--- src/soc_bus_pkg.sv ---
`default_nettype none

package soc_bus_pkg;

    // Bus widths
    typedef logic [31:0] bus_addr_t;
    typedef logic [31:0] bus_data_t;
    // All zero strobes mean a read
    typedef logic [3:0]  bus_strb_t;

    // ------------------------------------------------------------
    // Address map
    // ------------------------------------------------------------
    // Internal RAM, 4 KiB echoed up to the top of the space
    localparam bus_addr_t RAM_BASE   = 32'hFFFF_0000;
    localparam int        RAM_WORDS  = 1024;
    localparam int        RAM_IDX_W  = $clog2(RAM_WORDS);
    typedef logic [RAM_IDX_W-1:0] ram_index_t;

    // 256-byte GPIO window
    localparam bus_addr_t GPIO_BASE  = 32'h0300_0000;
    localparam bus_addr_t GPIO_LIMIT = 32'h0300_0100;
    // UART transmit data, a single word
    localparam bus_addr_t UART_ADDR  = 32'h0300_0100;

    // Read data for holes in the map
    localparam bus_data_t UNMAPPED_RDATA = '1;

    // ------------------------------------------------------------
    // GPIO register numbers, address bits 4 to 2
    // ------------------------------------------------------------
    typedef logic [2:0] gpio_off_t;
    localparam gpio_off_t GPIO_LED_GREEN = 3'd1;
    localparam gpio_off_t GPIO_LED_RED   = 3'd2;
    localparam gpio_off_t GPIO_SPI_CS    = 3'd3;
    localparam gpio_off_t GPIO_SPI_CLK   = 3'd4;
    localparam gpio_off_t GPIO_SPI_MOSI  = 3'd5;
    // Read only
    localparam gpio_off_t GPIO_SPI_MISO  = 3'd6;
    localparam gpio_off_t GPIO_USB_RST   = 3'd7;

    // UART 8N1, 10 bits per frame
    localparam int UART_CLKS_PER_BIT = 8;
    localparam int UART_CNT_W        = $clog2(UART_CLKS_PER_BIT);
    typedef enum logic [1:0] {UART_IDLE, UART_START, UART_DATA, UART_STOP} uart_state_t;

endpackage

`default_nettype wire

--- src/soc_bus_if.sv ---
`timescale 1ns/1ns
`default_nettype none

interface soc_bus_if import soc_bus_pkg::*; ();

    // Request side, common to all targets
    bus_addr_t addr;
    bus_data_t wdata;
    bus_strb_t wstrb;

    // Target selects, never more than one
    logic      ram_sel;
    logic      gpio_sel;
    logic      uart_sel;

    // Back from the targets
    bus_data_t ram_rdata;
    bus_data_t gpio_rdata;
    logic      uart_ready;

    modport decoder (
        output addr, wdata, wstrb,
        output ram_sel, gpio_sel, uart_sel,
        input  ram_rdata, gpio_rdata, uart_ready
    );

    modport ram (input addr, wdata, wstrb, ram_sel, output ram_rdata);

    modport gpio (input addr, wdata, wstrb, gpio_sel, output gpio_rdata);

    // UART only needs the low data byte and its select
    modport uart (input wdata, uart_sel, output uart_ready);

endinterface

`default_nettype wire

--- src/gpio_regs.sv ---
`timescale 1ns/1ns
`default_nettype none

module gpio_regs import soc_bus_pkg::*; (
    input  logic    clk_rv,
    input  logic    rst_rv,
    soc_bus_if.gpio bus,
    input  logic    spi_miso,
    output logic    led_green_n,
    output logic    led_red_n,
    output logic    spi_cs_n,
    output logic    spi_sck,
    output logic    spi_mosi,
    output logic    usb_rst_n
);

    gpio_off_t off;
    logic      led_green;
    logic      led_red;
    logic      is_write;

    // Register number from the word address
    assign off      = bus.addr[4:2];
    assign is_write = (bus.wstrb != '0);

    // ------------------------------------------------------------
    // Output registers
    // ------------------------------------------------------------
    always_ff @(posedge clk_rv) begin
        if (!rst_rv) begin
            led_green <= 1'b0;
            led_red   <= 1'b0;
            spi_cs_n  <= 1'b1;
            spi_sck   <= 1'b0;
            spi_mosi  <= 1'b0;
            // USB held in reset
            usb_rst_n <= 1'b0;
        end else if (bus.gpio_sel && is_write) begin
            case (off)
                GPIO_LED_GREEN: led_green <= bus.wdata[0];
                GPIO_LED_RED:   led_red   <= bus.wdata[0];
                GPIO_SPI_CS:    spi_cs_n  <= bus.wdata[0];
                GPIO_SPI_CLK:   spi_sck   <= bus.wdata[0];
                GPIO_SPI_MOSI:  spi_mosi  <= bus.wdata[0];
                GPIO_USB_RST:   usb_rst_n <= bus.wdata[0];
                // Offset 0 and MISO ignore writes
                default: ;
            endcase
        end
    end

    // LEDs are active low on the board
    assign led_green_n = !led_green;
    assign led_red_n   = !led_red;

    // ------------------------------------------------------------
    // Readback
    // ------------------------------------------------------------
    // Captured in the select cycle, presented with mem_ready
    always_ff @(posedge clk_rv) begin
        if (bus.gpio_sel && !is_write) begin
            if (off == GPIO_SPI_MISO) begin
                bus.gpio_rdata <= {31'd0, spi_miso};
            end else begin
                bus.gpio_rdata <= '0;
            end
        end
    end

endmodule

`default_nettype wire

--- src/flat_wrapper.sv ---
// flat-port wrapper written by rule: the top's interface ports become plain ports
module gpio_regs_flat import soc_bus_pkg::*;
  (clk_rv, rst_rv, spi_miso, led_green_n, led_red_n, spi_cs_n, spi_sck, spi_mosi, usb_rst_n, bus_addr, bus_wdata, bus_wstrb, bus_gpio_sel, bus_gpio_rdata);
  soc_bus_if bus_i ();
  input  logic clk_rv;
  input  logic rst_rv;
  input  logic spi_miso;
  output logic led_green_n;
  output logic led_red_n;
  output logic spi_cs_n;
  output logic spi_sck;
  output logic spi_mosi;
  output logic usb_rst_n;
  input wire logic [$bits(bus_i.addr)-1:0] bus_addr;
  input wire logic [$bits(bus_i.wdata)-1:0] bus_wdata;
  input wire logic [$bits(bus_i.wstrb)-1:0] bus_wstrb;
  input wire logic [$bits(bus_i.gpio_sel)-1:0] bus_gpio_sel;
  output wire logic [$bits(bus_i.gpio_rdata)-1:0] bus_gpio_rdata;
  assign bus_i.addr = bus_addr;
  assign bus_i.wdata = bus_wdata;
  assign bus_i.wstrb = bus_wstrb;
  assign bus_i.gpio_sel = bus_gpio_sel;
  assign bus_gpio_rdata = bus_i.gpio_rdata;
  gpio_regs u_core (.clk_rv(clk_rv), .rst_rv(rst_rv), .bus(bus_i), .spi_miso(spi_miso), .led_green_n(led_green_n), .led_red_n(led_red_n), .spi_cs_n(spi_cs_n), .spi_sck(spi_sck), .spi_mosi(spi_mosi), .usb_rst_n(usb_rst_n));
endmodule
--- config.mk ---
export PLATFORM = sky130hd
export DESIGN_NAME = gpio_regs_flat
export DESIGN_NICKNAME = d
export VERILOG_FILES = /design/src/soc_bus_pkg.sv /design/src/soc_bus_if.sv /design/src/gpio_regs.sv /design/src/flat_wrapper.sv
export SDC_FILE = /design/constraint.sdc
export NUM_CORES = 1
export LEC_CHECK = 0
export BUFFER_PORTS_ARGS = -buffer_cell sky130_fd_sc_hd__buf_4
export CAP_MARGIN = 20
export CELL_PAD_IN_SITES_DETAIL_PLACEMENT = 2
export CELL_PAD_IN_SITES_GLOBAL_PLACEMENT = 2
export CORE_UTILIZATION = 10
export DETAILED_ROUTE_END_ITERATION = 8
export PLACE_DENSITY_LB_ADDON = 0.15
export SYNTH_ARGS = -nofsm -noshare
export SYNTH_HDL_FRONTEND = slang
export SYNTH_SLANG_ARGS = --single-unit
--- constraint.sdc ---
create_clock -name clk_rv -period 0.8 [get_ports clk_rv]
set_input_delay 0.04 -clock clk_rv [delete_from_list [all_inputs] [get_ports clk_rv]]
set_output_delay 0.04 -clock clk_rv [all_outputs]
set_load 0.1 [all_outputs]
==> reports/results.ini <==
[timing]
holdWs_ns=0.0604
setup_viol=5
finalCritPeriodShare=1.08
rsz0062_at_grt=yes
fin_ws_ns=-0.0655
hold_violations=0
layout_min_cycle_time_ns=0.865
drv_slew=0
skew_ns=0
max_freq_ghz=1.16

[critical_path]
crit_type=reg -> out
critical_path_peak_fanout=2
path_cells=clkinvlp_4 > buf_6
cp-start-kind=flop
slowest_stage=dfxtp_2
crit_buf_inv=2
max_stage_delay_ns=0.34
worstSetupEndpointType=output pin
path_delay_family=flip-flops
critPathRequiredTime_ns=0.76
critPathArrivalTime_ns=0.83

[synthesis]
synthDominantCellAreaShare=0.397
ys_warn_count=0
ys_seq_area_frac=0.256
syn-cell-area_um2=587
synth_area_leaders=buf_4 40%, dfxtp_1 20%, mux2i_1 6.8%
synth_cells=67
avgSynthCellArea_um2=8.76
yosysTopAreaCell=buf_4
synth_seq_cells=7
ys_types=19

[detailed_routing]
viasPerCell=2.84
drtAntennaViolNets=0
wl_per_cell_um=9.01
drc=0
drtPass1Iterations=2
drtIter0Drc=7
vias=486
routed_wirelength_um=1540

[floorplan]
die_h_um=78.6
io_pins=110
die_w_um=78.6
rows=27
start_util=0.105
die_area_um2=6180
core-area_um2=5570

[placement]
preCtsSetupSlack_ns=-0.298
dpl.hpwl_um=1310
gp_congestion=0.666
port_buffers=18

[cts]
cts_htree_levels=1
cts-root-buf=clkbuf_8
clkSlewWorstSetupHoldPaths_ns=0.04
numCtsBuffers=3
cts_num_sinks=7
cts_tree=done
hold_buffers=0
clock_latency_ns=0.22
cts_buffer_depth=2

[layout]
fin_util=0.165
area_delta_synth_final_pct=57.1
diodes=0
final_nets=172
drive_above_1_share=0.434

[global_routing]
grt.total_usage=0.0514
grt_overflow=0
antenna_found_initial=0
grt_pass1_vias=486
grt_first_pass_wirelength_um=2390
grt_max_degree=8

[power_and_ir_drop]
p_per_area_nw_per_um2=1890
power.internal_uw=813
leakagePower_nw=0.412
sequentialPowerShare=0.210
swShare=0.532
combinationalPowerShare=0.498
clkPwrFrac=0.292
p_total_mw=1.74
ir_worst_vdd_v=0.000304
switchingPower_uw=925

[run_status]
violations=setup timing
status=finished, violations left

[min_path]
hold_class=in -> reg

[run]
cap_violations=0

-- synth_stat cells (all sizes together) --
library cell,instances
buf,31
nand2,7
dfxtp,6
mux2i,4
inv,3
nor2b,2
nor4,2
o311ai,2
and2,1
and3,1
and4bb,1
conb,1
edfxtp,1
nand3b,1
nand4b,1
nor4b,1
o21ai,1
o41ai,1
-- cell type report --
cell class / count / area (um^2)
clock buffer: 4 / 45.0
sequential: 7 / 168
multi-input combinational: 56 / 310
timing repair buffer: 29 / 290
inverter: 3 / 18.8
tap: 72 / 90.1
fill: 659 / 4650
-- state kept, by name (all words and copies together), names as in the netlist --
name / count
u_core.bus.gpio_rdata: 1
u_core.led_green: 1
u_core.led_red: 1
u_core.spi_cs_n: 1
u_core.spi_mosi: 1
u_core.spi_sck: 1
u_core.usb_rst_n: 1
-- power by group through the flow --
stage	clock network, mW	registers [mW]	logic, mW
after global placement	0	0.368	0.840
final	0.508	0.364	0.866
after detailed placement	0	0.368	0.843
after global routing	0.549	0.365	0.891
after CTS	0.530	0.364	0.860
after floorplan	0	0.410	0.799
-- through the flow --
| stage | area, um^2 | instances | TNS [ns] |
|---|---|---|---|
| 2_1_floorplan | 724 | 97 | -0.451 |
| 3_3_place_gp | 800 | 167 | -1.78 |
| 3_5_place_dp | 800 | 167 | -1.83 |
| 4_1_cts | 907 | 170 | -0.280 |
| 5_1_grt | 922 | 171 | -0.681 |
| 6_report | 922 | 171 | -0.217 |
-- metal layers --
layer / global-route usage / share of wire / vias to the layer above
li1: - / - / 225
met1: 0.0546 / 0.37 / 231
met2: 0.0913 / 0.53 / 28
met3: 0.0140 / 0.092 / 2
met4: 0.0278 / 0.0052 / 0
met5: 0 / 0 / -
-- logic make-up after synthesis --
group / after synthesis / synth area share
AOI/OAI and AO/OA: 4 / 0.0533
buffers and inverters: 34 / 0.416
other: 1 / 0.00639
muxes: 4 / 0.0682
and+or+nand+nor: 17 / 0.200
DFF: 7 / 0.256
-- path summary, 6_finish.rpt --
path / cells past startpoint / startpoint / to / slack (ns)
worst max-delay path: 2 / u_core.led_red / led_red_n / -0.07
worst min-delay path: 2 / rst_rv / u_core.spi_cs_n / 0.06
worst min register to register: 2 / u_core.led_red / u_core.led_red / 0.48
worst max register to register: 3 / u_core.spi_cs_n / u_core.spi_cs_n / 0.06
-- cells in the final DEF, fill, tap and decap left out, types with 2 or more instances in the layout --
master	synthesis	routed
dfxtp_2	0	2
nor2b_1	2	2
nand2_1	7	7
conb_1	1	31
dfxtp_4	0	4
clkinvlp_4	0	2
buf_12	0	4
buf_6	0	6
mux2i_1	4	4
buf_4	31	19
clkbuf_8	0	3
-- repair_timing --
action	CTS	global route
gates resized for setup	18	2
endpoints found under the setup margin	11	13
pin swaps	1	2
buffers inserted	0	1
Note: power is estimated with default switching activity, not from simulation.
