==> config.mk <==
export PLATFORM = sky130hd
export DESIGN_NAME = uart_tx_flat
export DESIGN_NICKNAME = d
export VERILOG_FILES = /design/src/soc_bus_pkg.sv /design/src/soc_bus_if.sv /design/src/uart_tx.sv /design/src/flat_wrapper.sv
export SDC_FILE = /design/constraint.sdc
export NUM_CORES = 1
export LEC_CHECK = 0
export BUFFER_PORTS_ARGS = -buffer_cell sky130_fd_sc_hd__buf_2
export CAP_MARGIN = 20
export CORE_MARGIN = 1.5
export CORE_UTILIZATION = 45
export DETAILED_ROUTE_END_ITERATION = 8
export HOLD_SLACK_MARGIN = 0.02
export PLACE_DENSITY = 0.79
export SLEW_MARGIN = 5
export SYNTH_ARGS = -nofsm -noshare
export SYNTH_HDL_FRONTEND = slang
export SYNTH_SLANG_ARGS = --single-unit
export TNS_END_PERCENT = 30
==> constraint.sdc <==
create_clock -name clk_rv -period 2.5 [get_ports clk_rv]
set_input_delay 0.25 -clock clk_rv [delete_from_list [all_inputs] [get_ports clk_rv]]
set_output_delay 0.25 -clock clk_rv [all_outputs]
set_load 0.01 [all_outputs]
==> src/soc_bus_pkg.sv <==
`default_nettype none

package soc_bus_pkg;

    // Bus widths
    typedef logic [31:0] bus_addr_t;
    typedef logic [31:0] bus_data_t;
    // All zero strobes mean a read
    typedef logic [3:0]  bus_strb_t;

    // ------------------------------------------------------------
    // Address map
    // ------------------------------------------------------------
    // Internal RAM, 4 KiB echoed up to the top of the space
    localparam bus_addr_t RAM_BASE   = 32'hFFFF_0000;
    localparam int        RAM_WORDS  = 1024;
    localparam int        RAM_IDX_W  = $clog2(RAM_WORDS);
    typedef logic [RAM_IDX_W-1:0] ram_index_t;

    // 256-byte GPIO window
    localparam bus_addr_t GPIO_BASE  = 32'h0300_0000;
    localparam bus_addr_t GPIO_LIMIT = 32'h0300_0100;
    // UART transmit data, a single word
    localparam bus_addr_t UART_ADDR  = 32'h0300_0100;

    // Read data for holes in the map
    localparam bus_data_t UNMAPPED_RDATA = '1;

    // ------------------------------------------------------------
    // GPIO register numbers, address bits 4 to 2
    // ------------------------------------------------------------
    typedef logic [2:0] gpio_off_t;
    localparam gpio_off_t GPIO_LED_GREEN = 3'd1;
    localparam gpio_off_t GPIO_LED_RED   = 3'd2;
    localparam gpio_off_t GPIO_SPI_CS    = 3'd3;
    localparam gpio_off_t GPIO_SPI_CLK   = 3'd4;
    localparam gpio_off_t GPIO_SPI_MOSI  = 3'd5;
    // Read only
    localparam gpio_off_t GPIO_SPI_MISO  = 3'd6;
    localparam gpio_off_t GPIO_USB_RST   = 3'd7;

    // UART 8N1, 10 bits per frame
    localparam int UART_CLKS_PER_BIT = 8;
    localparam int UART_CNT_W        = $clog2(UART_CLKS_PER_BIT);
    typedef enum logic [1:0] {UART_IDLE, UART_START, UART_DATA, UART_STOP} uart_state_t;

endpackage

`default_nettype wire

==> src/soc_bus_if.sv <==
`timescale 1ns/1ns
`default_nettype none

interface soc_bus_if import soc_bus_pkg::*; ();

    // Request side, common to all targets
    bus_addr_t addr;
    bus_data_t wdata;
    bus_strb_t wstrb;

    // Target selects, never more than one
    logic      ram_sel;
    logic      gpio_sel;
    logic      uart_sel;

    // Back from the targets
    bus_data_t ram_rdata;
    bus_data_t gpio_rdata;
    logic      uart_ready;

    modport decoder (
        output addr, wdata, wstrb,
        output ram_sel, gpio_sel, uart_sel,
        input  ram_rdata, gpio_rdata, uart_ready
    );

    modport ram (input addr, wdata, wstrb, ram_sel, output ram_rdata);

    modport gpio (input addr, wdata, wstrb, gpio_sel, output gpio_rdata);

    // UART only needs the low data byte and its select
    modport uart (input wdata, uart_sel, output uart_ready);

endinterface

`default_nettype wire

==> src/uart_tx.sv <==
`timescale 1ns/1ns
`default_nettype none

module uart_tx import soc_bus_pkg::*; (
    input  logic    clk_rv,
    input  logic    rst_rv,
    soc_bus_if.uart bus,
    output logic    uart_txd
);

    uart_state_t           state;
    logic [UART_CNT_W-1:0] clk_cnt;
    logic [2:0]            bit_cnt;
    logic [7:0]            shreg;
    logic                  bit_end;

    // Last cycle of the current bit time
    assign bit_end = (clk_cnt == UART_CNT_W'(UART_CLKS_PER_BIT - 1));

    always_ff @(posedge clk_rv) begin
        if (!rst_rv) begin
            state          <= UART_IDLE;
            clk_cnt        <= '0;
            bit_cnt        <= '0;
            uart_txd       <= 1'b1;
            bus.uart_ready <= 1'b0;
        end else begin
            // Ack is a single-cycle pulse
            bus.uart_ready <= 1'b0;
            clk_cnt        <= bit_end ? '0 : clk_cnt + 1'b1;
            case (state)
                UART_IDLE: begin
                    clk_cnt <= '0;
                    // Accept only when idle, else master waits
                    if (bus.uart_sel) begin
                        shreg          <= bus.wdata[7:0];
                        uart_txd       <= 1'b0;
                        bus.uart_ready <= 1'b1;
                        state          <= UART_START;
                    end
                end
                UART_START: begin
                    if (bit_end) begin
                        // LSB first
                        uart_txd <= shreg[0];
                        shreg    <= shreg >> 1;
                        bit_cnt  <= '0;
                        state    <= UART_DATA;
                    end
                end
                UART_DATA: begin
                    if (bit_end && bit_cnt == 3'd7) begin
                        uart_txd <= 1'b1;
                        state    <= UART_STOP;
                    end else if (bit_end) begin
                        uart_txd <= shreg[0];
                        shreg    <= shreg >> 1;
                        bit_cnt  <= bit_cnt + 1'b1;
                    end
                end
                UART_STOP: begin
                    // Line stays high into idle
                    if (bit_end) begin
                        state <= UART_IDLE;
                    end
                end
                default: state <= UART_IDLE;
            endcase
        end
    end

    a_idle_line_high: assert property (@(posedge clk_rv) disable iff (!rst_rv)
        (state == UART_IDLE) |-> uart_txd)
        else $error("uart_txd low while idle");

endmodule

`default_nettype wire

==> src/flat_wrapper.sv <==
// flat-port wrapper written by rule: the top's interface ports become plain ports
module uart_tx_flat import soc_bus_pkg::*;
  (clk_rv, rst_rv, uart_txd, bus_wdata, bus_uart_sel, bus_uart_ready);
  soc_bus_if bus_i ();
  input  logic clk_rv;
  input  logic rst_rv;
  output logic uart_txd;
  input wire logic [$bits(bus_i.wdata)-1:0] bus_wdata;
  input wire logic [$bits(bus_i.uart_sel)-1:0] bus_uart_sel;
  output wire logic [$bits(bus_i.uart_ready)-1:0] bus_uart_ready;
  assign bus_i.wdata = bus_wdata;
  assign bus_i.uart_sel = bus_uart_sel;
  assign bus_uart_ready = bus_i.uart_ready;
  uart_tx u_core (.clk_rv(clk_rv), .rst_rv(rst_rv), .bus(bus_i), .uart_txd(uart_txd));
endmodule
==> run metrics <==
run status=completed; Post-Synth XOR/XNOR Area=0%; Power Dens Cells=1000 nW/um^2; simple-gate share of the synthesized area=between 10 and 15%; met3 demand-to-capacity share in global routing=2.31%; worst slew slack as a fraction of its limit=about 70%; die height=between 40 and 50 microns; number of DRC markers in iteration 0=7; cells taking the most area after synthesis=sky130_fd_sc_hd__edfxtp_1 27%, sky130_fd_sc_hd__dfxtp_1 23%, sky130_fd_sc_hd__ha_1 13%; Top Ports=37; die area=2230 sq um; Nets=roughly 130; antenna cell count=0; cell leakage power=0.416 nW; combined area of the multi-input logic cells=between 400 and 500 sq um; hold-fix buffers at CTS=0; dpl ws=522 ps; number of buffers created by CTS=3; instance area after placement=a little under 1000 sq um; number of pins exceeding their max-slew limit in the final report=0; Critical Path AT=1900 ps; largest net degree at the start of global routing=15; Critical Setup Path Class=flip-flop to flip-flop; cell depth of the worst flop-to-flop path=4; fmax=a little over 0.5 GHz; Data required, critical path=approximately 2500 ps; complex-gate fraction of the synthesized area=roughly an eighth; library cells used by synthesis=28; antenna violations before repair=0; fin worst setup slack=about 550 ps; horizontal extent of the die=between 40 and 50 microns; cell type with the largest total area after synthesis=sky130_fd_sc_hd__edfxtp_1; total of max-cap violations=0; number of cells on the worst hold path=2; total of flip-flops plus latches after synthesis=18; number of placed cells counting well taps=between 100 and 150; clock tree from TritonCTS=yes; WL final=roughly 1400 microns; minimum clock period after layout=1950 ps; average cell area after synthesis=approximately 12 sq um; number of vias in the routed layout=about 580; Rows=15; Post-CTS Setup Inserts=0; floorplan core area=around 1800 sq um; Final Hold Vio Count=0; GR Util met1=around a fifth; Peak supply drop=between 0.5 and 0.6 mV; type of destination of the critical path=flip-flop; first-pass GRT wire length=between 2000 and 2500 microns; starting density of the core=between 40 and 50%; HPWL after detailed placement=about 1100 microns; worst-path maximum fanout=14; CTS sink count=18; slew at the pin closest to its max-slew limit=between 400 and 500 ps; root cell of the clock tree=sky130_fd_sc_hd__clkbuf_4; number of antenna-violating nets in the routed design=0; weighted congestion reported at the end of routability-driven placement=0.736; Clock Pin Slew Worst Setup and Hold Paths=~90 ps; total global routing overflow=0; launching element type of the critical path=flip-flop; port buffer count=12; sum of negative setup slack=0 ps; layout overhead on the synthesized area=11.9%; count of unresolved DRC violations after routing=0; Vias/cell=between 5 and 6; Syn Nets=about 120; RSZ-0062 raised after global routing=false; top-area cell type share of the netlist area=a little over a quarter; vias in the first global route=574; PnR Total Power=just under 1 mW; Synth Cell Area=around 880 sq um; type of the most critical hold path=input pin to flip-flop; 1st-pass router iterations=4; CTS Buffer Depth=2; peak-usage layer in the global routing report=met2; Storage cell area=roughly 440 sq um; Post-Layout Cell Count=approximately 110; clock insertion delay at the later pin of the skew report=between 200 and 300 ps; GRT met2 Usage=around 28%; number of levels the H-tree was split into=1; dominant combinational cell family by area after synthesis=simple AND/OR/NAND/NOR gates; GRT Util Overall=between 10% and 20%; final instance area=between 900 and 1000 sq um; share of the yosys chip area belonging to registers=between 40% and 50%; number of setup violations in the final report=0; Worst Skew=approximately 8.3 ps; fill cell instance count of the final layout=around 160; warning count from the yosys run=0; share of the clock period used by the worst path after layout=just under 80%; worst hold slack after final layout=~210 ps; Adder-Cell Fraction of Synth Area=12.8%; share of layout cells above drive strength 1=about a third; proportion of synthesized area in mux cells=between 8 and 9%; Post-Route Utilization=roughly 55%; Mapped Cells=72; Avg WL per Cell=between 10 and 15 microns; Resized cells post-CTS=0
==> sequential cells by signal, summed over array words and instances (netlist names) <==
| register | count |
|---|---|
| u_core.bit_cnt | 3 |
| u_core.bus.uart_ready | 1 |
| u_core.clk_cnt | 3 |
| u_core.shreg | 8 |
| u_core.state | 2 |
| u_core.uart_txd | 1 |
==> worst max-delay path, cell delays in order, from the launching register on <==
cell                      delay [ps]
sky130_fd_sc_hd__dfxtp_1         450
sky130_fd_sc_hd__inv_1            90
sky130_fd_sc_hd__ha_1            480
sky130_fd_sc_hd__a21oi_1         210
sky130_fd_sc_hd__and3_1          390
==> logic make-up (layout without fill, tap and decap cells) <==
kind of cell	count (synthesis)	count (layout)
AOI/OAI and AO/OA	14	14
and+or+nand+nor	19	19
buffers and inverters	5	19
adders and majority gates	9	9
DFF	18	18
muxes	7	7
==> cells in the mapped netlist <==
master                     count
sky130_fd_sc_hd__a211oi_2      1
sky130_fd_sc_hd__a21oi_1       3
sky130_fd_sc_hd__a31o_1        1
sky130_fd_sc_hd__a32o_1        2
sky130_fd_sc_hd__and2_1        2
sky130_fd_sc_hd__and2b_1       1
sky130_fd_sc_hd__and3_1        3
sky130_fd_sc_hd__and3_2        1
sky130_fd_sc_hd__and4_4        1
sky130_fd_sc_hd__buf_2         1
sky130_fd_sc_hd__buf_4         1
sky130_fd_sc_hd__dfxtp_1      10
sky130_fd_sc_hd__edfxtp_1      8
sky130_fd_sc_hd__ha_1          9
sky130_fd_sc_hd__inv_1         3
sky130_fd_sc_hd__mux2_2        7
sky130_fd_sc_hd__nand2_1       2
sky130_fd_sc_hd__nand3_1       1
sky130_fd_sc_hd__nor2_1        3
sky130_fd_sc_hd__nor2b_1       3
sky130_fd_sc_hd__nor2b_4       1
sky130_fd_sc_hd__nor3b_1       1
sky130_fd_sc_hd__o211ai_1      1
sky130_fd_sc_hd__o21ai_0       1
sky130_fd_sc_hd__o21ai_1       2
sky130_fd_sc_hd__o21ba_2       1
sky130_fd_sc_hd__o311ai_1      1
sky130_fd_sc_hd__o31ai_1       1
==> per-layer routing <==
metal  routed length (microns)  share of wire (%)
met1                       661                 46
met2                       692                 48
met3                        71                4.9
met4                        13               0.90
met5                         0                  0
==> area by class of cell <==
type,instances,share of cell area (%)
clock buffer,4,2.66
tap,25,3.17
timing repair buffer,12,6.08
multi-input combinational,49,42.3
inverter,3,1.14
sequential,18,44.6
==> final timing paths <==
check	from	end	slack [ps]
setup / recovery	u_core.state[1]$_SDFFE_PN0P_	u_core.shreg[2]$_DFFE_PP_	550
hold / removal	bus_uart_sel	u_core.bus.uart_ready$_SDFF_PN0_	210
setup reg to reg	u_core.state[1]$_SDFFE_PN0P_	u_core.shreg[2]$_DFFE_PP_	550
hold reg to reg	u_core.clk_cnt[0]$_SDFF_PP0_	u_core.clk_cnt[0]$_SDFF_PP0_	440
==> report_power, final <==
group | leakage, nW | internal, mW | switching (mW) | total, mW
Combinational | 0.244 | 0.178 | 0.210 | 0.388
Clock | 0.0150 | 0.0618 | 0.0829 | 0.145
Sequential | 0.157 | 0.418 | 0.0406 | 0.458
==> placed cells by master, fill, tap and decap left out, types with 2 or more instances in the layout <==
master,count
sky130_fd_sc_hd__a21oi_1,3
sky130_fd_sc_hd__a32o_1,2
sky130_fd_sc_hd__and2_1,2
sky130_fd_sc_hd__and3_1,3
sky130_fd_sc_hd__buf_2,12
sky130_fd_sc_hd__clkbuf_4,3
sky130_fd_sc_hd__dfxtp_1,10
sky130_fd_sc_hd__edfxtp_1,8
sky130_fd_sc_hd__ha_1,9
sky130_fd_sc_hd__inv_1,3
sky130_fd_sc_hd__mux2_2,7
sky130_fd_sc_hd__nand2_1,2
sky130_fd_sc_hd__nor2_1,3
sky130_fd_sc_hd__nor2b_1,3
sky130_fd_sc_hd__o21ai_1,2
Power figures use the tool's default switching activity.
