`config.mk`:
```
export PLATFORM = sky130hd
export DESIGN_NAME = bus_decoder_flat
export DESIGN_NICKNAME = d
export VERILOG_FILES = /design/src/soc_bus_pkg.sv /design/src/soc_bus_if.sv /design/src/bus_decoder.sv /design/src/flat_wrapper.sv
export SDC_FILE = /design/constraint.sdc
export NUM_CORES = 1
export LEC_CHECK = 0
export BUFFER_PORTS_ARGS = -buffer_cell sky130_fd_sc_hd__buf_2
export CAP_MARGIN = 20
export CORE_AREA = 2 2 107 109
export DETAILED_ROUTE_END_ITERATION = 8
export DIE_AREA = 0 0 109 111
export PLACE_DENSITY = 0.51
export REMOVE_ABC_BUFFERS = 1
export SYNTH_ARGS = -nofsm -noshare
export SYNTH_HDL_FRONTEND = slang
export SYNTH_SLANG_ARGS = --single-unit
```
`constraint.sdc`:
```
create_clock -name clk_rv -period 1.1 [get_ports clk_rv]
set_input_delay 0.11 -clock clk_rv [delete_from_list [all_inputs] [get_ports clk_rv]]
set_output_delay 0.11 -clock clk_rv [all_outputs]
set_load 0.02 [all_outputs]
```
`src/soc_bus_pkg.sv`:
```
`default_nettype none

package soc_bus_pkg;

    // Bus widths
    typedef logic [31:0] bus_addr_t;
    typedef logic [31:0] bus_data_t;
    // All zero strobes mean a read
    typedef logic [3:0]  bus_strb_t;

    // ------------------------------------------------------------
    // Address map
    // ------------------------------------------------------------
    // Internal RAM, 4 KiB echoed up to the top of the space
    localparam bus_addr_t RAM_BASE   = 32'hFFFF_0000;
    localparam int        RAM_WORDS  = 1024;
    localparam int        RAM_IDX_W  = $clog2(RAM_WORDS);
    typedef logic [RAM_IDX_W-1:0] ram_index_t;

    // 256-byte GPIO window
    localparam bus_addr_t GPIO_BASE  = 32'h0300_0000;
    localparam bus_addr_t GPIO_LIMIT = 32'h0300_0100;
    // UART transmit data, a single word
    localparam bus_addr_t UART_ADDR  = 32'h0300_0100;

    // Read data for holes in the map
    localparam bus_data_t UNMAPPED_RDATA = '1;

    // ------------------------------------------------------------
    // GPIO register numbers, address bits 4 to 2
    // ------------------------------------------------------------
    typedef logic [2:0] gpio_off_t;
    localparam gpio_off_t GPIO_LED_GREEN = 3'd1;
    localparam gpio_off_t GPIO_LED_RED   = 3'd2;
    localparam gpio_off_t GPIO_SPI_CS    = 3'd3;
    localparam gpio_off_t GPIO_SPI_CLK   = 3'd4;
    localparam gpio_off_t GPIO_SPI_MOSI  = 3'd5;
    // Read only
    localparam gpio_off_t GPIO_SPI_MISO  = 3'd6;
    localparam gpio_off_t GPIO_USB_RST   = 3'd7;

    // UART 8N1, 10 bits per frame
    localparam int UART_CLKS_PER_BIT = 8;
    localparam int UART_CNT_W        = $clog2(UART_CLKS_PER_BIT);
    typedef enum logic [1:0] {UART_IDLE, UART_START, UART_DATA, UART_STOP} uart_state_t;

endpackage

`default_nettype wire

```
`src/soc_bus_if.sv`:
```
`timescale 1ns/1ns
`default_nettype none

interface soc_bus_if import soc_bus_pkg::*; ();

    // Request side, common to all targets
    bus_addr_t addr;
    bus_data_t wdata;
    bus_strb_t wstrb;

    // Target selects, never more than one
    logic      ram_sel;
    logic      gpio_sel;
    logic      uart_sel;

    // Back from the targets
    bus_data_t ram_rdata;
    bus_data_t gpio_rdata;
    logic      uart_ready;

    modport decoder (
        output addr, wdata, wstrb,
        output ram_sel, gpio_sel, uart_sel,
        input  ram_rdata, gpio_rdata, uart_ready
    );

    modport ram (input addr, wdata, wstrb, ram_sel, output ram_rdata);

    modport gpio (input addr, wdata, wstrb, gpio_sel, output gpio_rdata);

    // UART only needs the low data byte and its select
    modport uart (input wdata, uart_sel, output uart_ready);

endinterface

`default_nettype wire

```
`src/bus_decoder.sv`:
```
`timescale 1ns/1ns
`default_nettype none

module bus_decoder import soc_bus_pkg::*; (
    input  logic      clk_rv,
    input  logic      rst_rv,
    input  bus_addr_t mem_la_addr,
    input  logic      mem_valid,
    input  bus_addr_t mem_addr,
    input  bus_data_t mem_wdata,
    input  bus_strb_t mem_wstrb,
    output logic      mem_ready,
    output bus_data_t mem_rdata,
    output logic      irq_fault,
    soc_bus_if.decoder bus
);

    logic la_in_ram;
    logic la_in_gpio;
    logic la_in_uart;
    logic in_ram;
    logic in_gpio;
    logic in_uart;
    logic in_unmapped;
    logic first_cycle;
    logic default_ready;

    // ------------------------------------------------------------
    // Region decode on the lookahead address
    // ------------------------------------------------------------
    assign la_in_ram  = (mem_la_addr >= RAM_BASE);
    assign la_in_gpio = (mem_la_addr >= GPIO_BASE) && (mem_la_addr < GPIO_LIMIT);
    assign la_in_uart = (mem_la_addr == UART_ADDR);

    // Flags line up with the first cycle of mem_valid
    always_ff @(posedge clk_rv) begin
        in_ram      <= la_in_ram;
        in_gpio     <= la_in_gpio;
        in_uart     <= la_in_uart;
        in_unmapped <= !(la_in_ram || la_in_gpio || la_in_uart);
    end

    // Request seen, ack not yet given
    assign first_cycle = mem_valid && !mem_ready;

    assign bus.addr     = mem_addr;
    assign bus.wdata    = mem_wdata;
    assign bus.wstrb    = mem_wstrb;
    assign bus.ram_sel  = first_cycle && in_ram;
    assign bus.gpio_sel = first_cycle && in_gpio;
    // UART select held through back-pressure
    assign bus.uart_sel = mem_valid && in_uart;

    // ------------------------------------------------------------
    // Ready and read data
    // ------------------------------------------------------------
    // Fixed one-cycle ack for everything but the UART
    always_ff @(posedge clk_rv) begin
        if (!rst_rv) begin
            default_ready <= 1'b0;
        end else begin
            default_ready <= first_cycle && !in_uart;
        end
    end

    assign mem_ready = default_ready || bus.uart_ready;

    assign mem_rdata = in_ram  ? bus.ram_rdata  :
                       in_gpio ? bus.gpio_rdata : UNMAPPED_RDATA;

    // Sticky until reset
    always_ff @(posedge clk_rv) begin
        if (!rst_rv) begin
            irq_fault <= 1'b0;
        end else if (first_cycle && in_unmapped) begin
            irq_fault <= 1'b1;
        end
    end

    a_region_onehot: assert property (@(posedge clk_rv) disable iff (!rst_rv)
        $onehot({in_ram, in_gpio, in_uart, in_unmapped}))
        else $error("Region flags not one-hot");

    // Covers the UART ack path as well
    a_ready_needs_valid: assert property (@(posedge clk_rv) disable iff (!rst_rv)
        mem_ready |-> mem_valid)
        else $error("mem_ready without mem_valid");

endmodule

`default_nettype wire

```
`src/flat_wrapper.sv`:
```
// flat-port wrapper written by rule: the top's interface ports become plain ports
module bus_decoder_flat import soc_bus_pkg::*;
  (clk_rv, rst_rv, mem_la_addr, mem_valid, mem_addr, mem_wdata, mem_wstrb, mem_ready, mem_rdata, irq_fault, bus_addr, bus_wdata, bus_wstrb, bus_ram_sel, bus_gpio_sel, bus_uart_sel, bus_ram_rdata, bus_gpio_rdata, bus_uart_ready);
  soc_bus_if bus_i ();
  input  logic clk_rv;
  input  logic rst_rv;
  input  bus_addr_t mem_la_addr;
  input  logic mem_valid;
  input  bus_addr_t mem_addr;
  input  bus_data_t mem_wdata;
  input  bus_strb_t mem_wstrb;
  output logic mem_ready;
  output bus_data_t mem_rdata;
  output logic irq_fault;
  output wire logic [$bits(bus_i.addr)-1:0] bus_addr;
  output wire logic [$bits(bus_i.wdata)-1:0] bus_wdata;
  output wire logic [$bits(bus_i.wstrb)-1:0] bus_wstrb;
  output wire logic [$bits(bus_i.ram_sel)-1:0] bus_ram_sel;
  output wire logic [$bits(bus_i.gpio_sel)-1:0] bus_gpio_sel;
  output wire logic [$bits(bus_i.uart_sel)-1:0] bus_uart_sel;
  input wire logic [$bits(bus_i.ram_rdata)-1:0] bus_ram_rdata;
  input wire logic [$bits(bus_i.gpio_rdata)-1:0] bus_gpio_rdata;
  input wire logic [$bits(bus_i.uart_ready)-1:0] bus_uart_ready;
  assign bus_addr = bus_i.addr;
  assign bus_wdata = bus_i.wdata;
  assign bus_wstrb = bus_i.wstrb;
  assign bus_ram_sel = bus_i.ram_sel;
  assign bus_gpio_sel = bus_i.gpio_sel;
  assign bus_uart_sel = bus_i.uart_sel;
  assign bus_i.ram_rdata = bus_ram_rdata;
  assign bus_i.gpio_rdata = bus_gpio_rdata;
  assign bus_i.uart_ready = bus_uart_ready;
  bus_decoder u_core (.clk_rv(clk_rv), .rst_rv(rst_rv), .mem_la_addr(mem_la_addr), .mem_valid(mem_valid), .mem_addr(mem_addr), .mem_wdata(mem_wdata), .mem_wstrb(mem_wstrb), .mem_ready(mem_ready), .mem_rdata(mem_rdata), .irq_fault(irq_fault), .bus(bus_i));
endmodule
```
==> results of run 1 <==
==> sequential cells by signal, summed over array words and instances, names as in the netlist <==
register              count
u_core.in_unmapped        1
u_core.in_ram             1
u_core.in_gpio            1
u_core.irq_fault          1
u_core.default_ready      1
u_core.in_uart            1
==> area by class of cell <==
| type | count | area, um^2 |
|---|---|---|
| Timing Repair Buffer | 144 | 925 |
| Inverter | 34 | 128 |
| Fill cell | 1241 | 9030 |
| Sequential cell | 6 | 126 |
| Multi-Input combinational cell | 94 | 613 |
| Clock buffer | 3 | 75.1 |
| Tap cell | 143 | 179 |
==> placed cells by master (no fill, tap or decap), types with 3 or more instances in the layout <==
| cell | instances |
|---|---|
| nor2_1 | 20 |
| nand4_1 | 6 |
| buf_6 | 13 |
| buf_2 | 102 |
| nor3_1 | 4 |
| buf_4 | 25 |
| clkbuf_16 | 4 |
| inv_1 | 33 |
| dfxtp_1 | 3 |
| nor2_2 | 9 |
| a21oi_2 | 10 |
| nor4_2 | 3 |
| a21oi_1 | 22 |
| nor2_4 | 4 |
==> routing by layer <==
| metal | global-route usage | part of all wire | up-vias |
|---|---|---|---|
| met2 | 0.291 | 0.45 | 236 |
| met5 | 0.0446 | 0.0061 | - |
| li1 | - | - | 743 |
| met3 | 0.247 | 0.29 | 14 |
| met4 | 0.0538 | 0.031 | 2 |
| met1 | 0.111 | 0.23 | 707 |
==> final timing paths <==
path | from | to | slack [ns] | cells past startpoint
max | u_core.in_ram | mem_rdata[20] | -0.24 | 5
max reg2reg | u_core.default_ready | u_core.irq_fault | 0.30 | 4
min reg2reg | u_core.in_unmapped | u_core.irq_fault | 0.49 | 2
min | mem_la_addr[8] | u_core.in_gpio | 0.08 | 2
==> cells in the mapped netlist, drive strengths merged <==
| library cell | n | share of area |
|---|---|---|
| buf | 72 | 0.41 |
| inv | 34 | 0.098 |
| nor2 | 33 | 0.095 |
| a21oi | 32 | 0.12 |
| dfxtp | 6 | 0.092 |
| nand4 | 6 | 0.029 |
| nor4 | 6 | 0.055 |
| nor3 | 4 | 0.015 |
| clkbuf | 3 | 0.0086 |
| and3 | 2 | 0.0096 |
| nor2b | 2 | 0.0096 |
| a31o | 1 | 0.0067 |
| a31oi | 1 | 0.0048 |
| a41oi | 1 | 0.0067 |
| and2 | 1 | 0.0048 |
| and4 | 1 | 0.0077 |
| and4b | 1 | 0.0077 |
| and4bb | 1 | 0.0096 |
| nand2 | 1 | 0.0029 |
| nand2b | 1 | 0.0048 |
==> where the power goes <==
| group | internal [mW] | total (mW) | switching [mW] |
|---|---|---|---|
| Combinational | 0.159 | 0.282 | 0.124 |
| Sequential | 0.221 | 0.223 | 0.00250 |
| Clock | 0.468 | 0.601 | 0.133 |
| Total | 0.847 | 1.11 | 0.259 |
==> stage by stage <==
stage | std cells | worst slack [ns]
floorplan | 134 | -0.966
global placement | 420 | -0.0483
detailed placement | 420 | -0.0886
CTS | 423 | -0.205
global route | 424 | -0.291
finish | 424 | -0.235
==> logic make-up after synthesis <==
| group | synth area share |
|---|---|
| compound gates | 0.141 |
| buf+inv | 0.518 |
| flops | 0.0919 |
| simple gates | 0.250 |
==> timing repair <==
item | in CTS | in global routing
cloned | 0 | 1
endpoints found under the setup margin | 35 | 35
buffers inserted | 0 | 0
pin swaps | 0 | 2
resized for setup | 51 | 35
hold buffers | 0 | 0
==> out/summary.txt, run 1 <==
Final slew viol count -> 0
Share of layout cells above drive strength 1 -> 0.651
Avg Inst Size Synth -> 6.26 um^2
Fmax -> 749 MHz
Crit path max-delay cell type -> dfxtp_2
CP arrival -> 1.23 ns
Worst path cell trace -> nand2b_4 -> clkbuf_16 -> nor2_1 -> a21oi_1 -> buf_4
Final hold violation count -> 0
Finished layout cell area -> 2050 um^2
FP Rows -> 39
Root Driver -> clkbuf_16
First-pass GRT wire length -> 13.8 mm
Crit Path Max Fanout -> 9
Power Total -> 1.11 mW
Vias per cell -> 4.01
CTS Buf Count -> 3
Clock skew -> 0.00335 ns
DRT Pass-1 Iters -> 6
DRC errors left -> 0
Nets -> 451
Period minus WS final -> 1.34 ns
Worst-Margin Slew -> 0.426 ns
CP Buf/Inv Count -> 2
Pin count of the biggest net entering global routing -> 25
RSZ-0062 raised after global routing -> yes
Initial antenna violation count -> 0
Status -> finished with violations
Synth cell types -> 23
GPL Wtd Cong -> 0.700
Setup crit end kind -> output pin
Gr ovfl total -> 0
Die area -> 12100 um^2
Failing checks -> negative setup slack
CTS H-tree depth -> 1
Startpoint types -> flop
Input/output buffers -> 136
Die H -> 111 um
Hold_ws -> 0.0825 ns
#FFs+latches synth -> 6
GRT Resource Usage Total -> 0.181
Chip width -> 109 um
Slowest Stage Delay on Critical Path -> 0.32 ns
Slew HR -> 0.714
Post-DP HPWL -> 10.6 mm
Req. time, crit path -> 0.99 ns
Clk_lat worst skew -> 0.23 ns
I/O pin total -> 273
Inserted Diodes -> 0
Core area -> 11100 um^2
P&R area growth vs syn -> 56.5%
Reg clk slew, reported paths -> 0.04 ns
Final worst setup slack -> -0.235 ns
Final core occ -> 0.185
Min-Delay Path Class -> in2reg
Number of warnings issued by yosys -> 0
Clock sink count -> 6
Starting DRC count in detailed routing -> 31
Top cell family by delay on the critical path -> buffers and inverters
Register area share after synthesis -> 0.0919
Max rail drop VDD -> 0.000435 V
Initial Util -> 0.118
PwrDens -> 541 nW/um^2
Placed cell area -> 1680 um^2
CP Class -> reg2out
Per-cell routed wire length -> 27.6 um
Post-Route WL -> 11.7 mm
Setup violators final -> 34
Antenna Nets Post-Route -> 0
Number of max-cap violations -> 0
Via Count -> 1702
Tcrit/Tclk final -> 1.21
CTS Buffer Depth -> 2
CTS tree -> done
Total negative slack -> -6.46 ns
Syn Inst Count -> 209
Vias in the first global route -> 1641
Cell area after synthesis -> 1310 um^2
Leakage -> 1.04 nW
Power figures use the tool's default switching activity.
==> run 2: changes to the inputs <==
PLACE_DENSITY = 0.5   (was 0.51)
==> out/summary.txt, run 2 (synthesis results as in run 1) <==
Status -> finished with violations
Failing checks -> negative setup slack
Pin count of the biggest net entering global routing -> 32 (+28%)
Chip width -> 109 um (unchanged)
Share of layout cells above drive strength 1 -> 0.681 (+0.0296)
Commonest non-fill, non-tap cells in the layout -> buf_2 (101), inv_1 (34), buf_4 (32), a21oi_1 (17), nor2_1 (16)
Slew HR -> 0.718 (+0.00464)
Fmax -> 721 MHz (-3.7%)
Nets -> 452 (+0.22%)
Stages on the worst setup path -> 6 (+1)
Setup crit end kind -> output pin
Multi-input gate area -> 694 um^2 (+13%)
Die H -> 111 um (unchanged)
Reg2reg path depth -> 5 (+1)
Final worst setup slack -> -0.287 ns (-0.0519 ns)
Worst path cell trace -> nand2b_4 -> buf_12 -> buf_16 -> nor2_2 -> a21oi_2 -> buf_4
Worst-Margin Slew -> 0.418 ns (-0.00728 ns)
Final Non-Filler Cells -> 425 (+0.24%)
CP endpoint -> mem_rdata[2]
Clk_lat worst skew -> 0.23 ns (about the same)
Inserted Diodes -> 0 (unchanged)
DRT Pass-1 Iters -> 4 (-2)
Placed cell area -> 1680 um^2 (-0.15%)
Input/output buffers -> 136 (unchanged)
Reg area -> 123 um^2 (-3.0%)
Leakage -> 1.05 nW (+1.2%)
Antenna Nets Post-Route -> 0 (unchanged)
Req. time, crit path -> 0.99 ns (about the same)
Reg clk slew, reported paths -> 0.03 ns (about the same)
R2R Setup Slk -> 0.16 ns (-0.14 ns)
Vias per cell -> 4.13 (+2.9%)
CP Class -> reg2out
Placed cells -> 418 (-0.48%)
First-pass GRT wire length -> 14.8 mm (+7.1%)
Tcrit/Tclk final -> 1.26 (+0.0471)
Slowest Stage Delay on Critical Path -> 0.31 ns (about the same)
Initial antenna violation count -> 0 (unchanged)
Vias in the first global route -> 1562 (-4.8%)
Min-Delay Path Class -> in2reg
Final slew viol count -> 0 (unchanged)
Initial Util -> 0.118 (unchanged)
Reg2reg start -> u_core.default_ready
Clock sink count -> 6 (unchanged)
Post-DP HPWL -> 10.9 mm (+2.9%)
FP Rows -> 39 (unchanged)
Via Count -> 1755 (+3.1%)
I/O pin total -> 273 (unchanged)
PwrDens -> 518 nW/um^2 (-4.2%)
Gr ovfl total -> 0 (unchanged)
Per-cell routed wire length -> 29.6 um (+7.0%)
Core area -> 11100 um^2 (unchanged)
Root Driver -> clkbuf_16
Die area -> 12100 um^2 (unchanged)
Startpoint types -> flop
CTS H-tree depth -> 1 (unchanged)
GPL Wtd Cong -> 0.736 (+5.2%)
RSZ-0062 raised after global routing -> yes
CP Launch Point -> u_core.in_ram
FF-to-FF End -> u_core.irq_fault
Top cell family by delay on the critical path -> buffers and inverters
P&R area growth vs syn -> 63.5%
Crit Path Max Fanout -> 8 (-1)
CTS Buffer Depth -> 2 (unchanged)
Finished layout cell area -> 2140 um^2 (+4.5%)
Final hold violation count -> 0 (unchanged)
FILL cells -> 1235 (-0.48%)
GRT Resource Usage Total -> 0.193 (+0.0114)
Placement Setup Slack -> -0.0804 ns (+0.00813 ns)
Max rail drop VDD -> 0.000614 V (+41%)
Starting DRC count in detailed routing -> 54 (+74%)
CP arrival -> 1.28 ns (+0.05 ns)
CP Buf/Inv Count -> 3 (+1)
CTS tree -> done
Post-Route WL -> 12.6 mm (+7.3%)
Period minus WS final -> 1.39 ns (+0.0519 ns)
Crit path max-delay cell type -> dfxtp_2
Most common cell after layout, fill and taps aside -> buf_2
CTS Buf Count -> 3 (unchanged)
Clock skew -> 0.000479 ns (-0.00288 ns)
DRC errors left -> 0 (unchanged)
Number of max-cap violations -> 0 (unchanged)
Setup violators final -> 32 (-5.9%)
-- run 2: cell count changes in the layout (fill, tap and decap cells not counted), sizes merged --
| cell | before | now |
|---|---|---|
| clkbuf | 4 | 3 |
| buf | 143 | 145 |
-- run 2: power by group --
group | internal, mW | switching (mW) | total [mW]
logic | 0.160 | 0.137 | 0.297
clock network | 0.466 | 0.120 | 0.586
registers | 0.223 | 0.00192 | 0.225
total | 0.850 | 0.259 | 1.11
-- run 2: worst register-to-register path, cell delays in order, from the launching register on --
cell     delay (ns)
dfxtp_1        0.32
nor2_2         0.05
buf_4          0.13
buf_4          0.13
a31oi_1        0.15
nor2b_1        0.06
-- run 2: timing repair --
item | 4_1_cts | 5_1_grt
cloned | 2 | 0
resized for setup | 46 | 50
hold buffers | 0 | 0
buffers inserted | 1 | 1
setup endpoints to repair | 35 | 35
-- run 2: layout make-up --
class / count / share of cell area
repair buffers: 145 / 0.439
multi-input cells: 94 / 0.325
well taps: 143 / 0.0837
inverters: 34 / 0.0597
flip-flops and latches: 6 / 0.0573
clock buffers: 3 / 0.0351
-- run 2: through the flow --
step | setup TNS [ns] | hold WS [ns] | util | power, mW
final | -7.23 | 0.0805 | 0.193 | 1.11
after global placement | -0.129 | 0.220 | 0.152 | 0.488
after floorplan | -30.46 | 0.188 | - | 0.281
after detailed placement | -0.800 | 0.220 | 0.152 | 0.490
after CTS | -7.40 | 0.0784 | 0.176 | 1.09
after global routing | -8.84 | 0.0924 | 0.193 | 1.16
-- run 2: layer usage --
layer,track usage,share of wire
met2,0.334,0.48
met1,0.109,0.21
met4,0.0197,0.0041
met5,0.0402,0.0043
met3,0.269,0.30
-- run 2: worst min path at each step --
stage | slack (ns) | start | endpoint | cells after the start
CTS | 0.08 | mem_la_addr[8] | u_core.in_gpio | 2
finish | 0.08 | mem_la_addr[8] | u_core.in_gpio | 2
global placement | 0.22 | mem_addr[8] | bus_addr[8] | 0
detailed placement | 0.22 | mem_addr[8] | bus_addr[8] | 0
floorplan | 0.19 | mem_la_addr[8] | u_core.in_gpio | 1
global route | 0.09 | mem_la_addr[8] | u_core.in_gpio | 2
==> run 3: changes to the inputs <==
ABC_AREA = 1   (was default)
CORE_AREA = 2 2 106 108   (was 2 2 107 109)
DIE_AREA = 0 0 108 110   (was 0 0 109 111)
PLACE_DENSITY = 0.52   (was 0.5)
==> out/summary.txt, run 3 <==
Switching pwr -> 0.226 mW (-13%)
Most frequent cell after synthesis -> nand2_1
Hold_ws -> 0.131 ns (+0.0503 ns)
#FFs+latches synth -> 6 (unchanged)
Min-Delay Path Class -> in2reg
Vias in the first global route -> 1864 (+19%)
Inserted Diodes -> 0 (unchanged)
P&R area growth vs syn -> 75.0%
Worst-Margin Slew -> 0.190 ns (-0.228 ns)
CP Class -> reg2out
CTS tree -> done
CTS Buf Count -> 3 (unchanged)
Logic pwr share -> 0.344 (+0.076)
Reg clk slew, reported paths -> 0.04 ns (about the same)
Setup violators final -> 34 (+6.3%)
CTS H-tree depth -> 1 (unchanged)
Placed cell area -> 1800 um^2 (+7.3%)
Syn Inst Count -> 265 (+27%)
Commonest non-fill, non-tap cells in the layout -> buf_2 (102), nand2_1 (78), buf_6 (36), inv_1 (31), o21ai_2 (21)
CP arrival -> 1.14 ns (-0.14 ns)
Sw Ratio -> 0.272 (+0.0387)
Final slew viol count -> 0 (unchanged)
First-pass GRT wire length -> 16.9 mm (+14%)
Post-DP HPWL -> 12.2 mm (+11%)
Final Non-Filler Cells -> 479 (+13%)
Post-CTS Hold Fix Bufs -> 0 (unchanged)
Startpoint types -> flop
Root Driver -> clkbuf_8
Placed cells -> 470 (+12%)
Die H -> 110 um (-0.90%)
Synth Area in Simple Gates -> 0.318 (+0.0682)
Pin count of the biggest net entering global routing -> 28 (-13%)
Register area share after synthesis -> 0.0836 (-0.00824)
Fmax -> 797 MHz (+11%)
Input/output buffers -> 136 (unchanged)
Synth Area in Compound Gates -> 0.118 (-0.0231)
Post-Route WL -> 14.2 mm (+13%)
DRC errors left -> 0 (unchanged)
RSZ-0062 raised after global routing -> yes
Avg Inst Size Synth -> 5.42 um^2 (-13%)
Most common cell after layout, fill and taps aside -> buf_2
Reg2reg start -> u_core.default_ready
Cell area after synthesis -> 1440 um^2 (+9.9%)
GPL Wtd Cong -> 0.803 (+9.1%)
Share of layout cells above drive strength 1 -> 0.602 (-0.0791)
Period minus WS final -> 1.25 ns (-0.132 ns)
CP Buf/Inv Count -> 3 (unchanged)
Main combinational cell family by area after synthesis -> buffers and inverters
Vias per cell -> 4.17 (+1.0%)
FP Rows -> 38 (-2.6%)
Number of flops mapped to enable cells by yosys -> 0 (unchanged)
Req. time, crit path -> 0.99 ns (about the same)
Nets -> 509 (+13%)
Slew HR -> 0.873 (+0.154)
Die area -> 11900 um^2 (-1.8%)
Gr ovfl total -> 0 (unchanged)
Xor/xnor share of the synthesized area -> 0 (unchanged)
CTS Buffer Depth -> 2 (unchanged)
Main synth FF type -> dfxtp_1
Failing checks -> negative setup slack
Clk_lat worst skew -> 0.22 ns (about the same)
Power Total -> 0.831 mW (-25%)
Synth area leader -> buf_4
Final hold violation count -> 0 (unchanged)
Crit Path Max Fanout -> 7 (-1)
Post-synth ARST share -> 0 (unchanged)
Hold path cells -> 2 (unchanged)
Number of warnings issued by yosys -> 0 (unchanged)
PwrDens -> 330 nW/um^2 (-36%)
Seq pwr share -> 0.265 (+0.062)
Tcrit/Tclk final -> 1.14 (-0.120)
Clock sink count -> 6 (unchanged)
Clock power frac -> 0.391 (-0.138)
Fraction of the mapped netlist area in adder cells -> 0 (unchanged)
Reg2reg path depth -> 4 (-1)
Final worst setup slack -> -0.155 ns (+0.132 ns)
Top post-synthesis cells by count -> nand2_1 (89), buf_4 (69), inv_1 (32)
Int Pwr -> 0.605 mW (-29%)
Number of max-cap violations -> 0 (unchanged)
FF-to-FF End -> u_core.irq_fault
Status -> finished with violations
Placement Setup Slack -> -0.0537 ns (+0.0267 ns)
Core area -> 10700 um^2 (-3.4%)
Starting DRC count in detailed routing -> 70 (+30%)
Finished layout cell area -> 2510 um^2 (+18%)
Hold Crit Start -> rst_rv
Slowest Stage Delay on Critical Path -> 0.36 ns (+0.05 ns)
Fraction of synthesized area in multiplexers -> 0 (unchanged)
Chip width -> 108 um (-0.92%)
Setup crit end kind -> output pin
Synth area leaders -> buf_4 (36%), nand2_1 (23%), o21ai_0 (10%)
Per-cell routed wire length -> 29.7 um (+0.57%)
GRT Resource Usage Total -> 0.226 (+0.0332)
Worst path cell trace -> inv_8 -> buf_16 -> o21ai_2 -> nand2_1 -> buf_6
Top cell family by delay on the critical path -> flip-flops
Clock skew -> 0.000137 ns (-0.000342 ns)
Leakage -> 1.23 nW (+17%)
I/O pin total -> 273 (unchanged)
Synth top area share -> 0.361 (-0.0470)
Final core occ -> 0.235 (+0.0419)
Antenna Nets Post-Route -> 0 (unchanged)
Initial antenna violation count -> 0 (unchanged)
Synth cell types -> 18 (-22%)
R2R Setup Slk -> 0.29 ns (+0.13 ns)
Total negative slack -> -4.09 ns (+3.14 ns)
End of the worst hold path -> u_core.irq_fault
Crit path max-delay cell type -> dfxtp_4
Initial Util -> 0.134 (+0.0162)
DRT Pass-1 Iters -> 4 (unchanged)
Max rail drop VDD -> 0.000176 V (-71%)
Via Count -> 1998 (+14%)
==> run 3: cell types whose count changed after synthesis, sizes merged, moves of 2 or more <==
cell and change:
nand2 +88, a21oi -32, o21ai +32, nor2 -16, nor4 -6, buf +3
and3 -2, nand4 -2, nor2b -2
==> run 3: logic make-up (layout without fill, tap and decap cells) <==
| kind of cell | count (synthesis) | in the layout |
|---|---|---|
| AOI/OAI and AO/OA | 33 | 33 |
| buffers and inverters | 111 | 185 |
| DFF | 6 | 6 |
| and+or+nand+nor | 115 | 115 |
==> run 3: power by group through the flow <==
stage / Clock [mW] / Combinational [mW] / Sequential (mW)
after detailed placement: 0 / 0.252 / 0.228
after global routing: 0.343 / 0.317 / 0.220
after global placement: 0 / 0.250 / 0.228
final: 0.325 / 0.286 / 0.220
after floorplan: 0 / 0.0519 / 0.232
after CTS: 0.340 / 0.275 / 0.222
==> run 3: timing repair <==
item	in CTS	in global routing
pin swaps	27	23
gates cloned	4	1
gates resized for setup	153	27
buffers inserted	0	1
endpoints found under the setup margin	34	34
==> run 3: metal layers <==
layer	track usage	vias to the layer above	part of all wire	wire length (um)
met4	0.0870	2	0.040	575
li1	-	882	-	-
met5	0.0625	-	0.0048	69
met2	0.437	282	0.52	7380
met3	0.267	20	0.26	3650
met1	0.102	812	0.18	2560
==> run 3: area by class of cell <==
type | count | area, um^2
clock buffer | 3 | 41.3
fill | 1177 | 8180
inverter | 33 | 139
multi-input combinational | 148 | 872
sequential | 6 | 128
tap | 140 | 175
timing repair buffer | 149 | 1160
==> run 3: how the worst max path moves through the flow <==
stage                         startpoint       endpoint  slack, ns  cells after the start
final                     u_core.in_gpio  mem_rdata[26]      -0.15                      5
after global routing      u_core.in_gpio  mem_rdata[26]      -0.18                      5
after CTS                 u_core.in_gpio  mem_rdata[21]      -0.15                      5
after detailed placement   u_core.in_ram  mem_rdata[15]      -0.05                      5
after global placement     u_core.in_ram  mem_rdata[15]      -0.03                      5
after floorplan            u_core.in_ram    bus_ram_sel      -0.47                      2
